===== config.mk =====
export PLATFORM = sky130hd
export DESIGN_NAME = rename_top
export DESIGN_NICKNAME = d
export VERILOG_FILES = /design/src/rename_pkg.sv /design/src/free_list.sv /design/src/map_table.sv /design/src/rename_stage.sv /design/src/rename_top.sv /design/src/reorder_buffer.sv
export SDC_FILE = /design/constraint.sdc
export NUM_CORES = 1
export LEC_CHECK = 0
export BUFFER_PORTS_ARGS = -buffer_cell sky130_fd_sc_hd__buf_2
export CAP_MARGIN = 20
export CELL_PAD_IN_SITES_DETAIL_PLACEMENT = 0
export CELL_PAD_IN_SITES_GLOBAL_PLACEMENT = 2
export CORE_MARGIN = 4
export CORE_UTILIZATION = 46
export CTS_CLUSTER_SIZE = 8
export DETAILED_ROUTE_END_ITERATION = 10
export HOLD_SLACK_MARGIN = 0.1
export PLACE_DENSITY_LB_ADDON = 0.1
export RECOVER_POWER = 100
export SYNTH_ARGS = -nofsm -noshare
export SYNTH_HDL_FRONTEND = slang
export SYNTH_SLANG_ARGS = --single-unit

===== constraint.sdc =====
create_clock -name clock -period 4.25 [get_ports clock]
set_input_delay 0.425 -clock clock [delete_from_list [all_inputs] [get_ports clock]]
set_output_delay 0.425 -clock clock [all_outputs]
set_load 0.005 [all_outputs]

===== src/rename_pkg.sv =====
// Register renaming package
// Architectural and physical register counts, plus the index and tag
// types shared by the rename, free list and reorder buffer blocks

`default_nettype none

package rename_pkg;

    ////////////////////////////////////////////////////////////
    // Register file sizes
    ////////////////////////////////////////////////////////////

    // Architectural registers visible to software
    localparam int ARCH_REGS = 32;
    // Physical registers behind the rename map
    localparam int PHYS_REGS = 64;

    // Hardwired zero, never renamed
    localparam int ZERO_REG = 0;

    ////////////////////////////////////////////////////////////
    // Index and tag types
    ////////////////////////////////////////////////////////////

    typedef logic [$clog2(ARCH_REGS)-1:0] arch_idx_t;
    typedef logic [$clog2(PHYS_REGS)-1:0] phys_tag_t;

endpackage

`default_nettype wire


===== src/free_list.sv =====
// Physical register free list
// One free bit per physical tag, lowest free tag offered first.
// Retired tags come back through the free port.

`timescale 1ns/1ns
`default_nettype none

module free_list (
    input  logic                clock,
    input  logic                arst_n,
    // Allocation from rename
    input  logic                alloc_req,
    output rename_pkg::phys_tag_t alloc_tag,
    // Return from retirement
    input  logic                free_valid,
    input  rename_pkg::phys_tag_t free_tag,
    // Status
    output logic                has_free
);

    import rename_pkg::*;

    // Set bit means tag is free
    logic [PHYS_REGS-1:0] free_bits;

    ////////////////////////////////////////////////////////////
    // Priority search, lowest index wins
    ////////////////////////////////////////////////////////////

    always_comb begin
        alloc_tag = '0;
        // Scan downward so the last hit is the lowest tag
        for (int i = PHYS_REGS - 1; i >= 0; i--) begin
            if (free_bits[i]) begin
                alloc_tag = phys_tag_t'(i);
            end
        end
    end

    assign has_free = |free_bits;

    ////////////////////////////////////////////////////////////
    // Free bit update
    ////////////////////////////////////////////////////////////

    always_ff @(posedge clock or negedge arst_n) begin
        if (!arst_n) begin
            // Tags above the architectural range start free
            for (int i = 0; i < PHYS_REGS; i++) begin
                free_bits[i] <= (i >= ARCH_REGS);
            end
        end else begin
            if (alloc_req) begin
                free_bits[alloc_tag] <= 1'b0;
            end
            // A returned tag is never the one on offer
            if (free_valid) begin
                free_bits[free_tag] <= 1'b1;
            end
        end
    end

endmodule

`default_nettype wire


===== src/map_table.sv =====
// Speculative rename map
// Architectural register to physical tag, three read ports and one
// write port. Comes out of reset as the identity mapping.

`timescale 1ns/1ns
`default_nettype none

module map_table (
    input  logic                  clock,
    input  logic                  arst_n,
    // Read ports, combinational
    input  rename_pkg::arch_idx_t rs1_idx,
    input  rename_pkg::arch_idx_t rs2_idx,
    input  rename_pkg::arch_idx_t rd_idx,
    output rename_pkg::phys_tag_t rs1_tag,
    output rename_pkg::phys_tag_t rs2_tag,
    output rename_pkg::phys_tag_t rd_old_tag,
    // Write port, takes effect at the edge
    input  logic                  write_en,
    input  rename_pkg::arch_idx_t write_idx,
    input  rename_pkg::phys_tag_t write_tag
);

    import rename_pkg::*;

    phys_tag_t map_q [ARCH_REGS];

    // Reads show the mapping before this cycle's write
    assign rs1_tag    = map_q[rs1_idx];
    assign rs2_tag    = map_q[rs2_idx];
    assign rd_old_tag = map_q[rd_idx];

    always_ff @(posedge clock or negedge arst_n) begin
        if (!arst_n) begin
            // Identity, register i lives in tag i
            for (int i = 0; i < ARCH_REGS; i++) begin
                map_q[i] <= phys_tag_t'(i);
            end
        end else if (write_en) begin
            map_q[write_idx] <= write_tag;
        end
    end

endmodule

`default_nettype wire


===== src/rename_stage.sv =====
// Rename stage
// Reads the map for both sources and the destination, takes a new tag
// for a real destination and updates the map, then holds the renamed
// instruction in its output register for one cycle.

`timescale 1ns/1ns
`default_nettype none

module rename_stage (
    input  logic                  clock,
    input  logic                  arst_n,
    // Decoded instruction in
    input  logic                  dispatch_valid,
    input  rename_pkg::arch_idx_t dispatch_rd,
    input  rename_pkg::arch_idx_t dispatch_rs1,
    input  rename_pkg::arch_idx_t dispatch_rs2,
    // Map reads
    output rename_pkg::arch_idx_t rs1_idx,
    output rename_pkg::arch_idx_t rs2_idx,
    output rename_pkg::arch_idx_t rd_idx,
    input  rename_pkg::phys_tag_t rs1_tag,
    input  rename_pkg::phys_tag_t rs2_tag,
    input  rename_pkg::phys_tag_t rd_old_tag,
    // Map write
    output logic                  write_en,
    output rename_pkg::arch_idx_t write_idx,
    output rename_pkg::phys_tag_t write_tag,
    // Free list
    output logic                  alloc_req,
    input  rename_pkg::phys_tag_t alloc_tag,
    // Renamed instruction out
    output logic                  renamed_valid,
    output rename_pkg::arch_idx_t renamed_rd,
    output rename_pkg::phys_tag_t renamed_rs1_tag,
    output rename_pkg::phys_tag_t renamed_rs2_tag,
    output rename_pkg::phys_tag_t renamed_rd_tag,
    output rename_pkg::phys_tag_t renamed_old_tag,
    output logic                  renamed_uses_rd
);

    import rename_pkg::*;

    logic uses_rd;

    ////////////////////////////////////////////////////////////
    // Dispatch cycle, combinational
    ////////////////////////////////////////////////////////////

    // Writes to the zero register need no tag
    assign uses_rd = dispatch_valid && (dispatch_rd != arch_idx_t'(ZERO_REG));

    assign rs1_idx = dispatch_rs1;
    assign rs2_idx = dispatch_rs2;
    assign rd_idx  = dispatch_rd;

    // Allocation and map update land on the same edge
    assign alloc_req = uses_rd;
    assign write_en  = uses_rd;
    assign write_idx = dispatch_rd;
    assign write_tag = alloc_tag;

    ////////////////////////////////////////////////////////////
    // Output register
    ////////////////////////////////////////////////////////////

    always_ff @(posedge clock or negedge arst_n) begin
        if (!arst_n) begin
            renamed_valid <= 1'b0;
        end else begin
            renamed_valid <= dispatch_valid;
        end
    end

    // Payload, only loaded with a live instruction
    always_ff @(posedge clock) begin
        if (dispatch_valid) begin
            renamed_rd      <= dispatch_rd;
            renamed_rs1_tag <= rs1_tag;
            renamed_rs2_tag <= rs2_tag;
            renamed_uses_rd <= uses_rd;
            // Zero tags when there is no destination
            renamed_rd_tag  <= uses_rd ? alloc_tag : '0;
            renamed_old_tag <= uses_rd ? rd_old_tag : '0;
        end
    end

endmodule

`default_nettype wire


===== src/rename_top.sv =====
// Rename and retire core
// Map table, free list, rename stage and reorder buffer, with the
// dispatch ready status formed from free tags and ROB room.

`timescale 1ns/1ns
`default_nettype none

module rename_top #(
    parameter int ROB_DEPTH = 8
) (
    input  logic                         clock,
    input  logic                         arst_n,
    // Dispatch
    input  logic                         dispatch_valid,
    input  rename_pkg::arch_idx_t        dispatch_rd,
    input  rename_pkg::arch_idx_t        dispatch_rs1,
    input  rename_pkg::arch_idx_t        dispatch_rs2,
    output logic                         dispatch_ready,
    // Completion
    input  logic                         complete_valid,
    input  logic [$clog2(ROB_DEPTH)-1:0] complete_rob_idx,
    // Rename result
    output logic                         renamed_valid,
    output rename_pkg::phys_tag_t        renamed_rs1_tag,
    output rename_pkg::phys_tag_t        renamed_rs2_tag,
    output rename_pkg::phys_tag_t        renamed_rd_tag,
    output rename_pkg::phys_tag_t        renamed_old_tag,
    output logic                         renamed_uses_rd,
    output logic [$clog2(ROB_DEPTH)-1:0] renamed_rob_idx,
    // Retirement
    output logic                         retire_valid,
    output rename_pkg::arch_idx_t        retire_rd,
    output rename_pkg::phys_tag_t        retire_tag
);

    import rename_pkg::*;

    ////////////////////////////////////////////////////////////
    // Internal wires
    ////////////////////////////////////////////////////////////

    // Map table ports
    arch_idx_t rs1_idx, rs2_idx, rd_idx, write_idx;
    phys_tag_t rs1_tag, rs2_tag, rd_old_tag, write_tag;
    logic      write_en;

    // Free list traffic
    logic      alloc_req, free_valid, has_free;
    phys_tag_t alloc_tag, free_tag;

    // Rename to ROB
    arch_idx_t renamed_rd;
    logic      has_room;

    // Both resources needed before the source may strobe
    assign dispatch_ready = has_free && has_room;

    ////////////////////////////////////////////////////////////
    // Instances
    ////////////////////////////////////////////////////////////

    free_list u_free_list (
        .clock      (clock),
        .arst_n     (arst_n),
        .alloc_req  (alloc_req),
        .alloc_tag  (alloc_tag),
        .free_valid (free_valid),
        .free_tag   (free_tag),
        .has_free   (has_free)
    );

    map_table u_map_table (
        .clock      (clock),
        .arst_n     (arst_n),
        .rs1_idx    (rs1_idx),
        .rs2_idx    (rs2_idx),
        .rd_idx     (rd_idx),
        .rs1_tag    (rs1_tag),
        .rs2_tag    (rs2_tag),
        .rd_old_tag (rd_old_tag),
        .write_en   (write_en),
        .write_idx  (write_idx),
        .write_tag  (write_tag)
    );

    rename_stage u_rename_stage (
        .clock           (clock),
        .arst_n          (arst_n),
        .dispatch_valid  (dispatch_valid),
        .dispatch_rd     (dispatch_rd),
        .dispatch_rs1    (dispatch_rs1),
        .dispatch_rs2    (dispatch_rs2),
        .rs1_idx         (rs1_idx),
        .rs2_idx         (rs2_idx),
        .rd_idx          (rd_idx),
        .rs1_tag         (rs1_tag),
        .rs2_tag         (rs2_tag),
        .rd_old_tag      (rd_old_tag),
        .write_en        (write_en),
        .write_idx       (write_idx),
        .write_tag       (write_tag),
        .alloc_req       (alloc_req),
        .alloc_tag       (alloc_tag),
        .renamed_valid   (renamed_valid),
        .renamed_rd      (renamed_rd),
        .renamed_rs1_tag (renamed_rs1_tag),
        .renamed_rs2_tag (renamed_rs2_tag),
        .renamed_rd_tag  (renamed_rd_tag),
        .renamed_old_tag (renamed_old_tag),
        .renamed_uses_rd (renamed_uses_rd)
    );

    // ROB entry allocated in the cycle the rename register is valid
    reorder_buffer #(
        .ROB_DEPTH (ROB_DEPTH)
    ) u_reorder_buffer (
        .clock          (clock),
        .arst_n         (arst_n),
        .alloc_valid    (renamed_valid),
        .alloc_rd       (renamed_rd),
        .alloc_old_tag  (renamed_old_tag),
        .alloc_uses_rd  (renamed_uses_rd),
        .alloc_idx      (renamed_rob_idx),
        .has_room       (has_room),
        .complete_valid (complete_valid),
        .complete_idx   (complete_rob_idx),
        .retire_valid   (retire_valid),
        .retire_rd      (retire_rd),
        .retire_tag     (retire_tag),
        .free_valid     (free_valid),
        .free_tag       (free_tag)
    );

endmodule

`default_nettype wire


===== src/reorder_buffer.sv =====
// Reorder buffer
// Circular buffer of renamed instructions. Marks completions by index
// and retires the head in order, returning its old tag to the free list.

`timescale 1ns/1ns
`default_nettype none

module reorder_buffer #(
    parameter int ROB_DEPTH = 8
) (
    input  logic                         clock,
    input  logic                         arst_n,
    // Allocation from rename
    input  logic                         alloc_valid,
    input  rename_pkg::arch_idx_t        alloc_rd,
    input  rename_pkg::phys_tag_t        alloc_old_tag,
    input  logic                         alloc_uses_rd,
    output logic [$clog2(ROB_DEPTH)-1:0] alloc_idx,
    output logic                         has_room,
    // Completion from execution
    input  logic                         complete_valid,
    input  logic [$clog2(ROB_DEPTH)-1:0] complete_idx,
    // Retirement report
    output logic                         retire_valid,
    output rename_pkg::arch_idx_t        retire_rd,
    output rename_pkg::phys_tag_t        retire_tag,
    // Tag return to free list
    output logic                         free_valid,
    output rename_pkg::phys_tag_t        free_tag
);

    import rename_pkg::*;

    localparam int IDX_W = $clog2(ROB_DEPTH);

    // Keeps a slot for the instruction still in rename
    localparam logic [IDX_W:0] ROOM_MAX = (IDX_W + 1)'(ROB_DEPTH - 2);

    // Entry payload
    arch_idx_t rd_q      [ROB_DEPTH];
    phys_tag_t old_tag_q [ROB_DEPTH];
    logic      uses_rd_q [ROB_DEPTH];

    // Entry and pointer state
    logic [ROB_DEPTH-1:0] complete_q;
    logic [IDX_W-1:0]     head_q;
    logic [IDX_W-1:0]     tail_q;
    logic [IDX_W:0]       count_q;

    logic do_retire;

    ////////////////////////////////////////////////////////////
    // Status and retire decision
    ////////////////////////////////////////////////////////////

    assign alloc_idx = tail_q;
    assign has_room  = (count_q <= ROOM_MAX);

    // Head must exist and be done
    assign do_retire = (count_q != '0) && complete_q[head_q];

    // Tag goes back at the retire edge, usable the cycle after
    assign free_valid = do_retire && uses_rd_q[head_q];
    assign free_tag   = old_tag_q[head_q];

    ////////////////////////////////////////////////////////////
    // Pointers, count and completion bits
    ////////////////////////////////////////////////////////////

    always_ff @(posedge clock or negedge arst_n) begin
        if (!arst_n) begin
            head_q       <= '0;
            tail_q       <= '0;
            count_q      <= '0;
            complete_q   <= '0;
            retire_valid <= 1'b0;
        end else begin
            retire_valid <= do_retire;
            if (alloc_valid) begin
                complete_q[tail_q] <= 1'b0;
                // Power-of-two depth, pointer wraps by itself
                tail_q <= tail_q + 1'b1;
            end
            if (complete_valid) begin
                complete_q[complete_idx] <= 1'b1;
            end
            if (do_retire) begin
                head_q <= head_q + 1'b1;
            end
            case ({alloc_valid, do_retire})
                2'b10:   count_q <= count_q + 1'b1;
                2'b01:   count_q <= count_q - 1'b1;
                default: count_q <= count_q;
            endcase
        end
    end

    ////////////////////////////////////////////////////////////
    // Entry payload and retire report
    ////////////////////////////////////////////////////////////

    always_ff @(posedge clock) begin
        if (alloc_valid) begin
            rd_q[tail_q]      <= alloc_rd;
            old_tag_q[tail_q] <= alloc_old_tag;
            uses_rd_q[tail_q] <= alloc_uses_rd;
        end
        if (do_retire) begin
            retire_rd  <= rd_q[head_q];
            retire_tag <= old_tag_q[head_q];
        end
    end

endmodule

`default_nettype wire


==> results.md <==
* Mapped cell area at 21100 sq um
* Max-slew violation count at 291
* Post-synth top flop: dfrtp_1
* Post-cts resize count at 0
* Htree depth at 2
* I/O pin cnt at 64
* Worst path slowest cell: clkbuf_1
* Hold_buf cts at 4
* Die Wd at 222 um
* Distinct cells, synth at 66
* Setup_tns at 0 ns
* Post-route ant nets at 0
* Critical Path AT at 4.23 ns
* Clock latency on the worst-skew pair at 0.63 ns
* Synth top area cells: mux4_2, edfxtp_1, dfrtp_1
* Power Total at 15.8 mW
* TritonCTS clock tree: built
* DR pass1 iterations at 8
* Drt wl/cell at 29.1 um
* Worst Path Required at 4.79 ns
* DR iter-0 viols at 1296
* Critical path endpoint category: register
* Final GP Congestion at 0.854
* Crit Path Category: reg2reg
* Relative slew slack at -0.709
* Largest stage delay on the critical path at 1.19 ns
* GRT overflow at 0
* Worst min path class: in2reg
* Worst IR drop on VDD at 0.501 mV
* Area added between synthesis and finish at 13.2%
* Synth async-reset ratio at 0.668
* Row count at 78
* MaxCap Viol Count at 9
* Final Core Density at 0.526
* Synth top area share at 0.208
* Placed instance count at 2108
* Port Buffers at 63
* Inserted Clock Buffers at 57
* Post-synth EDFFs at 137
* GRT Total Usage at 0.260
* Share of cells above drive strength 1 at 0.346
* Initial antenna violation count at 1
* Final HPWL DP at 41.9 mm
* Final Cycle Share at 0.870
* Hold Worst Slack at 0.175 ns
* Fin worst setup slack at 0.553 ns
* Via/cell ratio at 6.29
* Worst-Margin Slew at 2.56 ns
* Largest net degree at the start of global routing at 90
* Syn_nets at 1514
* First-pass GRT wire length at 95.7 mm
* Root buf cell: clkbuf_16
* Die area at 49300 sq um
* Cell taking the most area after synthesis: mux4_2
* Clock-pin slew on the worst setup and hold paths at 0.05 ns
* Final wirelength at 64.4 mm
* Core box area at 45300 sq um
* Synth Register Bits at 413
* Worst-path fanout max at 25
* RSZ-0062 raised after global routing: no
* Post-Place Worst Slack at 0.982 ns
* Vias in the first global route at 14289
* Fin area at 23800 sq um
* Syn Inst Count at 1486
* Clock sink count at 413
* Min Tclk post-route at 3.70 ns
* Fill cells at 3819
* Ys Warns at 0
* Initial Util at 0.465
* Final hold violation count at 0
* Worst setup SP type: register
* DRC at 0
* CTS max path bufs at 3
* CP top delay family: compound AO/OA/AOI/OAI gates
* Die height at 222 um
* CP Buf/Inv Count at 1
* Failing checks: max-capacitance violations, max-slew violations
* Syn_area_per_cell at 14.2 sq um
* Max Fclk at 0.270 GHz
* Power Density at 662 nW/um^2
* Setup bufs post-CTS at 0
* Post-synthesis sequential area ratio at 0.530
* Status: finished, violations left
* Leak pwr at 8.74 nW
* Antenna diodes at 0
* Worst path cell trace: o31ai_1 > o2111ai_1 > a2111oi_4 > and2_1 > clkbuf_1 > mux2_2
* Final nets at 1599
* Fin cells at 2217
* Fin Clk Skew at 0.0322 ns
* Vias at 13952
* Area post-placement at 22300 sq um
* Final Setup Violations at 0
## cell usage in the layout, fill, tap and decap left out, drive strengths merged, types with 5 or more instances in the layout
| cell type | count |
|---|---|
| nor2 | 88 |
| and2 | 7 |
| a211oi | 5 |
| nor4 | 21 |
| inv | 28 |
| ha | 5 |
| mux2 | 135 |
| mux4 | 194 |
| nand2b | 15 |
| nand2 | 97 |
| or4 | 9 |
| o211ai | 6 |
| nor2b | 5 |
| o41ai | 6 |
| buf | 58 |
| dfrtp | 164 |
| a22oi | 12 |
| and3 | 5 |
| edfxtp | 137 |
| a22o | 6 |
| o31ai | 25 |
| nand3 | 14 |
| o2bb2ai | 16 |
| o21ai | 113 |
| a221oi | 6 |
| a21oi | 37 |
| dfstp | 112 |
| nor3 | 17 |
| or3 | 6 |
| clkbuf | 171 |
| nand4 | 15 |
| o22ai | 14 |
| a31oi | 8 |
## cells in the mapped netlist (6+ instances only)
cell type,count
or3_1,6
inv_1,28
clkbuf_1,73
nand3_1,14
o21ai_0,100
o2bb2ai_1,16
and2_1,7
nand4_1,15
nor4_1,21
nand2_1,97
buf_2,12
nor2_1,88
buf_1,20
edfxtp_1,137
a22o_1,6
o31ai_1,25
o21ai_1,13
dfrtp_1,164
or4_1,9
mux4_2,194
mux2_2,135
o22ai_1,14
dfstp_2,112
o41ai_1,6
a31oi_1,8
o211ai_1,6
nand2b_1,15
a221oi_1,6
nor3_1,17
a22oi_1,12
a21oi_1,37
## where the power goes
group	leakage (nW)	switching, mW	internal (mW)
combinational	3.42	3.39	2.07
sequential	4.52	0.706	5.31
clock	0.796	1.77	2.54
## logic make-up (layout without fill, tap and decap cells)
logic type | after synthesis | after routing | share of synthesized area
flops | 413 | 413 | 0.530
mux | 332 | 332 | 0.281
simple gates | 314 | 314 | 0.0714
compound gates | 280 | 280 | 0.0856
buf+inv | 133 | 264 | 0.0244
xor+xnor | 8 | 8 | 0.00333
fa+ha+maj | 6 | 6 | 0.00392
## worst paths after layout
path / slack (ns) / start / depth (start not counted) / endpoint
setup / recovery: 0.55 / u_free_list.free_bits[20]$_DFF_PN0_ / 6 / u_map_table.map_q[49]$_DFFE_PN1P_
hold / removal: 0.18 / complete_rob_idx[1] / 3 / u_reorder_buffer.complete_q[3]$_DFF_PN0_
setup reg to reg: 0.55 / u_free_list.free_bits[20]$_DFF_PN0_ / 6 / u_map_table.map_q[49]$_DFFE_PN1P_
hold reg to reg: 0.42 / u_map_table.map_q[188]$_DFFE_PN0P_ / 0 / u_map_table.map_q[188]$_DFFE_PN0P_
max in group asynchronous: 0.94 / arst_n / 3 / u_map_table.map_q[35]$_DFFE_PN0P_
min in group asynchronous: 1.13 / arst_n / 2 / u_free_list.free_bits[28]$_DFF_PN0_
## worst reg2reg max path: cells and delay by family, from the launching register on
| kind | cells | cell delay, ns |
|---|---|---|
| compound gates | 3 | 1.40 |
| buf+inv | 1 | 1.19 |
| flops | 1 | 0.44 |
| mux | 1 | 0.38 |
| simple gates | 1 | 0.20 |
## registers in the layout (all words and copies together) (netlist names)
name / count
u_rename_stage.renamed_rs1_tag: 6
u_reorder_buffer.rd_q: 40
u_rename_stage.renamed_old_tag: 6
u_rename_stage.renamed_rs2_tag: 6
u_reorder_buffer.count_q: 4
u_reorder_buffer.retire_rd: 5
u_map_table.map_q: 192
u_reorder_buffer.old_tag_q: 48
u_rename_stage.renamed_rd_tag: 6
u_reorder_buffer.alloc_idx: 3
u_reorder_buffer.uses_rd_q: 8
u_reorder_buffer.head_q: 3
u_free_list.free_bits: 64
u_reorder_buffer.retire_tag: 6
u_rename_stage.renamed_rd: 5
u_reorder_buffer.retire_valid: 1
u_reorder_buffer.complete_q: 8
u_rename_stage.renamed_valid: 1
u_rename_stage.renamed_uses_rd: 1
## area by class of cell
class / count / area [sq um] / share of cell area
clock buffers: 102 / 1610 / 0.0673
clock inverters: 3 / 90.1 / 0.00378
inverters: 28 / 105 / 0.00441
multi-input cells: 940 / 9390 / 0.394
flip-flops and latches: 413 / 11200 / 0.468
well taps: 600 / 751 / 0.0315
repair buffers: 131 / 739 / 0.0310
## per-layer routing
layer  global-route usage  up-vias  part of all wire
li1                     -     6060                 -
met1                0.361     7300              0.42
met2                0.414      467              0.48
met3               0.0408      125             0.053
met4                0.112        0             0.045
met5                    0        -                 0
Note: power is estimated with default switching activity, not from simulation.
